File: src/design/decomp_settings.svh
`ifndef DECOMP_SETTINGS_SVH
`define DECOMP_SETTINGS_SVH

// ====================
// Decomposition setup
// ====================

// Torus coefficient width
`define DECOMP_MOD_Q_W 32
// Digit base width and number of levels
`define DECOMP_B_W 4
`define DECOMP_L 3
// Beats per block, COEF_NB must be a multiple of it
`define DECOMP_CHUNK_NB 2
`define DECOMP_COEF_NB 4
`define DECOMP_ID_W 4

`endif
File: src/design/decomp_pkg.sv
`include "decomp_settings.svh"

package decomp_pkg;

  localparam int MOD_Q_W      = `DECOMP_MOD_Q_W;
  localparam int B_W          = `DECOMP_B_W;
  localparam int L            = `DECOMP_L;
  localparam int CHUNK_NB     = `DECOMP_CHUNK_NB;
  localparam int COEF_NB      = `DECOMP_COEF_NB;
  localparam int ID_W         = `DECOMP_ID_W;
  // Closest representation width and coefficients per beat
  localparam int REP_W        = L * B_W;
  localparam int BEAT_COEF_NB = COEF_NB / CHUNK_NB;

  typedef struct packed {
    logic [ID_W-1:0] id;
    logic            eob;
  } side_t;

  typedef struct packed {
    logic [BEAT_COEF_NB-1:0][MOD_Q_W-1:0] coef;
    side_t                                side;
  } beat_t;

  typedef logic [COEF_NB-1:0][REP_W-1:0] block_t;

  // Two's complement digit
  typedef logic signed [B_W:0] digit_t;

  typedef struct packed {
    digit_t [COEF_NB-1:0] digit;
    logic                 sol;
    logic                 eol;
    side_t                side;
  } level_t;

endpackage

File: src/design/decomp_stream_if.sv
interface decomp_stream_if
  import decomp_pkg::*;
#(
  parameter type payload_t = logic
);

  logic     valid;
  logic     ready;
  payload_t data;
  side_t    side;

  // Producer side
  modport src (
    output valid,
    output data,
    output side,
    input  ready
  );

  // Consumer side
  modport snk (
    input  valid,
    input  data,
    input  side,
    output ready
  );

endinterface

File: src/design/decomp_top.sv
module decomp_top
  import decomp_pkg::*;
(
  input  logic                                 clk,
  input  logic                                 s_rst_n,

  input  logic                                 in_valid_i,
  output logic                                 in_ready_o,
  input  logic [BEAT_COEF_NB-1:0][MOD_Q_W-1:0] in_data_i,
  input  logic [ID_W-1:0]                      in_id_i,
  input  logic                                 in_eob_i,

  output logic                                 out_valid_o,
  input  logic                                 out_ready_i,
  output digit_t [COEF_NB-1:0]                 out_data_o,
  output logic                                 out_sol_o,
  output logic                                 out_eol_o,
  output logic [ID_W-1:0]                      out_id_o,
  output logic                                 out_eob_o
);

  side_t  in_side;
  logic   load;
  logic   step;
  digit_t [COEF_NB-1:0] digits;

  decomp_stream_if #(.payload_t(beat_t))  in_if ();
  decomp_stream_if #(.payload_t(beat_t))  beat_if ();
  decomp_stream_if #(.payload_t(block_t)) block_if ();
  decomp_stream_if #(.payload_t(level_t)) level_if ();
  decomp_stream_if #(.payload_t(level_t)) out_if ();

  // ====================
  // Input side
  // ====================
  assign in_side      = '{id: in_id_i, eob: in_eob_i};
  assign in_if.valid  = in_valid_i;
  assign in_if.data   = '{coef: in_data_i, side: in_side};
  assign in_if.side   = in_side;
  assign in_ready_o   = in_if.ready;

  pipe_stage #(.payload_t(beat_t)) u_in_stage (
    .clk     (clk),
    .s_rst_n (s_rst_n),
    .s_if    (in_if),
    .m_if    (beat_if)
  );

  chunk_gather u_gather (
    .clk     (clk),
    .s_rst_n (s_rst_n),
    .beat_s  (beat_if),
    .block_m (block_if)
  );

  // ====================
  // Decomposition
  // ====================
  decomp_ctrl u_ctrl (
    .clk      (clk),
    .s_rst_n  (s_rst_n),
    .block_s  (block_if),
    .level_m  (level_if),
    .load_o   (load),
    .step_o   (step),
    .digits_i (digits)
  );

  balseq_lanes u_lanes (
    .clk      (clk),
    .s_rst_n  (s_rst_n),
    .load_i   (load),
    .step_i   (step),
    .block_i  (block_if.data),
    .digits_o (digits)
  );

  pipe_stage #(.payload_t(level_t)) u_out_stage (
    .clk     (clk),
    .s_rst_n (s_rst_n),
    .s_if    (level_if),
    .m_if    (out_if)
  );

  // Output side
  assign out_if.ready = out_ready_i;
  assign out_valid_o  = out_if.valid;
  assign out_data_o   = out_if.data.digit;
  assign out_sol_o    = out_if.data.sol;
  assign out_eol_o    = out_if.data.eol;
  assign out_id_o     = out_if.side.id;
  assign out_eob_o    = out_if.side.eob;

endmodule

File: src/design/decomp_ctrl.sv
module decomp_ctrl
  import decomp_pkg::*;
(
  input  logic                 clk,
  input  logic                 s_rst_n,
  decomp_stream_if.snk         block_s,
  decomp_stream_if.src         level_m,
  output logic                 load_o,
  output logic                 step_o,
  input  digit_t [COEF_NB-1:0] digits_i
);

  localparam int LVL_W = (L > 1) ? $clog2(L) : 1;

  logic             busy_q;
  logic             seen_q;
  logic [LVL_W-1:0] lvl_q;
  side_t            side_q;
  logic             last_lvl;
  logic             level_xfer;
  logic             accept;

  assign last_lvl   = (lvl_q == LVL_W'(L - 1));
  assign level_xfer = busy_q && level_m.ready;

  // Idle: take the block one cycle after it shows up
  // Busy: take the next one with the last level push
  assign block_s.ready = (!busy_q && seen_q) || (level_xfer && last_lvl);
  assign accept        = block_s.valid && block_s.ready;

  assign load_o = accept;
  assign step_o = level_xfer;

  // ====================
  // Level sequencing
  // ====================
  always_ff @(posedge clk) begin
    if (!s_rst_n) begin
      busy_q <= 1'b0;
      seen_q <= 1'b0;
      lvl_q  <= '0;
    end else begin
      seen_q <= block_s.valid && !accept;
      if (accept) begin
        busy_q <= 1'b1;
        lvl_q  <= '0;
      end else if (level_xfer) begin
        busy_q <= !last_lvl;
        lvl_q  <= last_lvl ? '0 : lvl_q + LVL_W'(1);
      end
    end
  end

  always_ff @(posedge clk) begin
    if (accept) begin
      side_q <= block_s.side;
    end
  end

  assign level_m.valid      = busy_q;
  assign level_m.data.digit = digits_i;
  assign level_m.data.sol   = (lvl_q == '0);
  assign level_m.data.eol   = last_lvl;
  assign level_m.data.side  = side_q;
  assign level_m.side       = side_q;

endmodule

File: src/design/balseq_lanes.sv
module balseq_lanes
  import decomp_pkg::*;
(
  input  logic                 clk,
  input  logic                 s_rst_n,
  input  logic                 load_i,
  input  logic                 step_i,
  input  block_t               block_i,
  output digit_t [COEF_NB-1:0] digits_o
);

  localparam int HALF = 2 ** (B_W - 1);
  localparam int BASE = 2 ** B_W;

  logic [COEF_NB-1:0][REP_W-1:0] rem_q;
  logic [COEF_NB-1:0]            carry_q;
  logic [COEF_NB-1:0][REP_W-1:0] rem_nxt;
  logic [COEF_NB-1:0][B_W:0]     sum;
  logic [COEF_NB-1:0]            neg;

  // ====================
  // Digit of the level
  // ====================

  // Top bit of the next chunk breaks the tie at HALF
  always_comb begin
    for (int i = 0; i < COEF_NB; i++) begin
      rem_nxt[i]  = rem_q[i] >> B_W;
      sum[i]      = {1'b0, rem_q[i][B_W-1:0]} + (B_W+1)'(carry_q[i]);
      neg[i]      = (sum[i] > (B_W+1)'(HALF)) ||
                    ((sum[i] == (B_W+1)'(HALF)) && rem_nxt[i][B_W-1]);
      digits_o[i] = neg[i] ? sum[i] - (B_W+1)'(BASE) : sum[i];
    end
  end

  // Load takes priority over a step on the same edge
  always_ff @(posedge clk) begin
    if (!s_rst_n) begin
      carry_q <= '0;
    end else if (load_i) begin
      carry_q <= '0;
    end else if (step_i) begin
      carry_q <= neg;
    end
  end

  always_ff @(posedge clk) begin
    if (load_i) begin
      rem_q <= block_i;
    end else if (step_i) begin
      rem_q <= rem_nxt;
    end
  end

endmodule

File: src/design/chunk_gather.sv
module chunk_gather
  import decomp_pkg::*;
(
  input  logic         clk,
  input  logic         s_rst_n,
  decomp_stream_if.snk beat_s,
  decomp_stream_if.src block_m
);

  localparam int CNT_W = (CHUNK_NB > 1) ? $clog2(CHUNK_NB) : 1;

  logic [BEAT_COEF_NB-1:0][REP_W-1:0]         rep_beat;
  logic [BEAT_COEF_NB+COEF_NB-1:0][REP_W-1:0] shift_in;
  block_t                                     block_q;
  side_t                                      side_q;
  logic [CNT_W-1:0]                           cnt_q;
  logic                                       full_q;
  logic                                       beat_xfer;
  logic                                       last_beat;
  logic                                       block_xfer;

  closest_rep_round u_round (
    .coef_i (beat_s.data.coef),
    .rep_o  (rep_beat)
  );

  // Held block blocks the input unless it leaves now
  assign beat_s.ready = !full_q || block_m.ready;
  assign beat_xfer    = beat_s.valid && beat_s.ready;
  assign block_xfer   = block_m.valid && block_m.ready;
  assign last_beat    = (cnt_q == CNT_W'(CHUNK_NB - 1));

  // New beat enters the top slots, beat 0 ends lowest
  assign shift_in = {rep_beat, block_q};

  always_ff @(posedge clk) begin
    if (!s_rst_n) begin
      cnt_q  <= '0;
      full_q <= 1'b0;
    end else begin
      if (beat_xfer) begin
        cnt_q <= last_beat ? '0 : cnt_q + CNT_W'(1);
      end
      if (beat_xfer && last_beat) begin
        full_q <= 1'b1;
      end else if (block_xfer) begin
        full_q <= 1'b0;
      end
    end
  end

  always_ff @(posedge clk) begin
    if (beat_xfer) begin
      block_q <= shift_in[BEAT_COEF_NB +: COEF_NB];
    end
    // Block sideband comes from its last beat
    if (beat_xfer && last_beat) begin
      side_q <= beat_s.side;
    end
  end

  assign block_m.valid = full_q;
  assign block_m.data  = block_q;
  assign block_m.side  = side_q;

endmodule

File: src/design/closest_rep_round.sv
module closest_rep_round
  import decomp_pkg::*;
(
  input  logic [BEAT_COEF_NB-1:0][MOD_Q_W-1:0] coef_i,
  output logic [BEAT_COEF_NB-1:0][REP_W-1:0]   rep_o
);

  // Position of the kept field inside a coefficient
  localparam int REP_OFS = MOD_Q_W - REP_W;

  logic [BEAT_COEF_NB-1:0] frac;

  // ====================
  // Round to nearest
  // ====================

  // Add the first dropped bit, wraps modulo 2^REP_W
  always_comb begin
    for (int i = 0; i < BEAT_COEF_NB; i++) begin
      frac[i]  = coef_i[i][REP_OFS-1];
      rep_o[i] = coef_i[i][REP_OFS +: REP_W] + REP_W'(frac[i]);
    end
  end

endmodule

File: src/design/pipe_stage.sv
module pipe_stage
  import decomp_pkg::*;
#(
  parameter type payload_t = logic
) (
  input  logic            clk,
  input  logic            s_rst_n,
  decomp_stream_if.snk    s_if,
  decomp_stream_if.src    m_if
);

  logic     valid_q;
  payload_t data_q;
  side_t    side_q;
  logic     load;

  // Free slot, or the held entry leaves on this edge
  assign s_if.ready = !valid_q || m_if.ready;
  assign load       = s_if.valid && s_if.ready;

  always_ff @(posedge clk) begin
    if (!s_rst_n) begin
      valid_q <= 1'b0;
    end else if (s_if.ready) begin
      valid_q <= s_if.valid;
    end
  end

  always_ff @(posedge clk) begin
    if (load) begin
      data_q <= s_if.data;
      side_q <= s_if.side;
    end
  end

  assign m_if.valid = valid_q;
  assign m_if.data  = data_q;
  assign m_if.side  = side_q;

endmodule

File: config.mk
export PLATFORM = sky130hd
export DESIGN_NAME = decomp_top
export DESIGN_NICKNAME = d
export VERILOG_FILES = /design/src/design/decomp_pkg.sv /design/src/design/decomp_stream_if.sv /design/src/design/decomp_top.sv /design/src/design/decomp_ctrl.sv /design/src/design/balseq_lanes.sv /design/src/design/chunk_gather.sv /design/src/design/closest_rep_round.sv /design/src/design/pipe_stage.sv
export VERILOG_INCLUDE_DIRS = /design/src /design/src/design
export SDC_FILE = /design/constraint.sdc
export NUM_CORES = 1
export LEC_CHECK = 0
export ABC_AREA = 1
export ABC_CLOCK_PERIOD_IN_PS = 4990
export BUFFER_PORTS_ARGS = -buffer_cell sky130_fd_sc_hd__buf_4
export CORE_MARGIN = 2
export CORE_UTILIZATION = 45
export CTS_CLUSTER_DIAMETER = 200
export DETAILED_ROUTE_END_ITERATION = 12
export GPL_TIMING_DRIVEN = 0
export PLACE_DENSITY = 0.63
export SYNTH_ARGS = -nofsm -noshare
export SYNTH_HDL_FRONTEND = slang
export SYNTH_SLANG_ARGS = --single-unit
File: constraint.sdc
create_clock -name clk -period 4.99 [get_ports clk]
set_input_delay 0.7485 -clock clk [delete_from_list [all_inputs] [get_ports clk]]
set_output_delay 0.7485 -clock clk [all_outputs]
set_load 0.02 [all_outputs]
==> results.sh <==
export IMPL_ys_seq_area_frac=0.760
export IMPL_hold_ws_ps=417
export IMPL_grt_pass1_vias=3650
export IMPL_synth_nets=580
export IMPL_clockBufferDepth=2
export IMPL_rsz0062_at_grt="false"
export IMPL_cp_end_kind="output pin"
export IMPL_synth_cell_type_count=27
export IMPL_r2r_cells=8
export IMPL_gp_congestion=0.800
export IMPL_hpwl_mm=6.96
export IMPL_synth_top_cell_area_share=0.724
export IMPL_h_tree_depth=4
export IMPL_synthCells=495
export IMPL_hold_buffers=0
export IMPL_p_per_area_mw_per_mm2=373
export IMPL_synth_area_mm2=0.00680
export IMPL_cts_resized=0
export IMPL_slew_violations=0
export IMPL_min_period_ps=2280
export IMPL_post_cts_setup_buffer_count=0
export IMPL_tightestPinTransition_ps=1100
export IMPL_firstDrtPassIters=4
export IMPL_num_io_pins=102
export IMPL_die_h_um=127
export IMPL_synth_warnings=0
export IMPL_status="completed"
export IMPL_crit_path_start="out_ready_i"
export IMPL_worstReg2RegEnd="u_lanes.rem_nxt[18]"
export IMPL_core_mm2=0.0146
export IMPL_io_buffers=63
export IMPL_cts_sinks=176
export IMPL_regToRegStartpoint="u_ctrl.lvl_q[1]"
export IMPL_yosys_area_top_type="edfxtp_1"
export IMPL_ant_nets=0
export IMPL_worstPathMaxFanout=4
export IMPL_row_count=44
export IMPL_period_share=0.458
export IMPL_drc=0
export IMPL_cp_start_kind="input pin"
export IMPL_dieArea_mm2=0.0161
export IMPL_maxSlewHeadroom=0.265
export IMPL_synth_seq_cells=176
export IMPL_num_vias=3635
export IMPL_hp_class="reg2reg"
export IMPL_utilization=0.555
export IMPL_syn2layout_area_growth_pct=19.5
export IMPL_setup_viol=0
export IMPL_layout_nets=664
export IMPL_synth_top_cells_by_area="edfxtp_1 (72%), nand2_1 (7.1%), dfxtp_1 (3.5%)"
export IMPL_avgRoutedWirePerCell_um=13.0
export IMPL_max_cap_violations=0
export IMPL_clk_pin_slew_ps=60
export IMPL_cts_made_buffers=17
export IMPL_clk_latency_ps=420
export IMPL_worstSetupEndpoint="in_ready_o"
export IMPL_die_x_um=127
export IMPL_holdPathStages=0
export IMPL_grt_start_max_net_pins=37
export IMPL_fmax_ghz=0.438
export IMPL_rrSetupSlack_ps=2890
export IMPL_antenna_cells=0
export IMPL_syn_avg_cell_area_um2=13.7
export IMPL_grt_usage=0.139
export IMPL_final_common_cell="edfxtp_1"
export IMPL_antenna_found_initial=0
export IMPL_vdd_drop_max_uv=203
export IMPL_setup_tns_ps=0
export IMPL_power_leakage_nw=3.17
export IMPL_drt_iter0_markers=261
export IMPL_hold_violations=0
export IMPL_final_cell_mix="edfxtp_1 (164), nand2_1 (127), buf_4 (66)"
export IMPL_drive_above_1_share=0.208
export IMPL_initial_core_util=0.464
export IMPL_cp_data_required_time_ps=4240
export IMPL_grt_pass1_wl_mm=17.2
export IMPL_via_per_inst=4.68
export IMPL_routed_wl_mm=10.1
export IMPL_worstPathArrival_ps=1540
export IMPL_overflow=0
export IMPL_cts_tree="yes"
export IMPL_cts_root_buf="clkbuf_16"
export IMPL_worst_setup_path_type="in2out"
export IMPL_clock_skew_ps=4.73
==> flip-flops by register name, indices dropped and copies added, names as in the netlist <==
signal                  count
u_gather.block_m.data      48
u_lanes.rem_q              16
u_out_stage.m_if.side       5
u_ctrl.level_m.valid        1
u_gather.cnt_q              1
u_ctrl.seen_q               1
u_gather.block_m.valid      1
u_ctrl.lvl_q                2
u_out_stage.m_if.valid      1
u_lanes.carry_q             4
u_ctrl.level_m.data         5
u_out_stage.m_if.data      22
u_in_stage.m_if.valid       1
u_in_stage.m_if.data       26
u_lanes.rem_nxt            32
u_in_stage.m_if.side        5
u_gather.block_m.side       5
==> layer usage <==
| layer | part of all wire | global-route usage | vias up |
|---|---|---|---|
| met1 | 0.44 | 0.172 | 1693 |
| met3 | 0.039 | 0.0325 | 16 |
| met5 | 0 | 0 | - |
| met2 | 0.50 | 0.228 | 69 |
| met4 | 0.019 | 0.0718 | 0 |
| li1 | - | - | 1857 |
==> cell usage after synthesis <==
library cell,count
nand2_2,9
buf_12,1
and3_1,3
xor2_1,16
inv_8,1
nand3b_1,1
xnor2_1,8
buf_4,3
inv_2,2
or2_2,4
a21oi_1,9
buf_2,1
nor2_1,32
dfxtp_1,12
nor3_1,10
nor2_4,1
buf_6,3
edfxtp_1,164
nand2_1,128
ha_1,12
nand3_4,1
nand3_1,21
nand2_8,1
nand4_1,4
o21ai_0,3
inv_1,44
nand2_4,1
==> area by class of cell <==
class / instances / area, um2
fill: 1176 / 6520
multi-input combinational: 264 / 1370
sequential: 176 / 5160
inverter: 47 / 184
clock inverter: 12 / 143
timing repair buffer: 65 / 513
clock buffer: 20 / 437
buffer: 8 / 81.3
tap: 184 / 230
==> critical path, cell delays in order <==
cell,delay [ps]
buf_4,110
inv_1,40
nand2_1,100
nand3_4,130
nand4_1,180
buf_4,220
==> worst min path at each step <==
stage / startpoint / endpoint / slack [ps]
floorplan: u_gather.block_m.side[0] / u_ctrl.level_m.data[0] / 400
global placement: u_gather.block_m.side[4] / u_ctrl.level_m.data[4] / 410
detailed placement: u_gather.block_m.side[2] / u_ctrl.level_m.data[2] / 400
CTS: u_gather.block_m.side[2] / u_ctrl.level_m.data[2] / 420
global route: u_in_stage.m_if.side[2] / u_gather.block_m.side[2] / 440
finish: u_gather.block_m.side[2] / u_ctrl.level_m.data[2] / 420
==> power by group <==
| group | internal [mW] | switching (mW) | total (mW) | leakage (nW) |
|---|---|---|---|---|
| Combinational | 0.0314 | 0.0378 | 0.0691 | 1.31 |
| Sequential | 1.65 | 0.0190 | 1.67 | 1.58 |
| Clock | 0.780 | 0.513 | 1.29 | 0.281 |
==> per-stage QoR <==
step                power [mW]  setup WS, ps  instance area (um2)  std cells
finish                    3.03          2710                 8120        776
global route              3.13          2640                 8120        776
CTS                       3.06          2710                 8120        776
detailed placement        1.77          2390                 7540        744
global placement          1.76          1460                 7500        742
floorplan                 1.73          2200                 6800        495
==> cell families (layout without fill, tap and decap cells) <==
group | after synthesis | after routing | synth area share
DFF | 176 | 176 | 0.760
xor gates and xnor gates | 24 | 24 | 0.0309
buffers and inverters | 55 | 152 | 0.0390
AOI/OAI and AO/OA | 12 | 12 | 0.00883
and+or+nand+nor | 216 | 216 | 0.139
adders and majority gates | 12 | 12 | 0.0221
No activity file was read; power rests on OpenSTA's default activity.
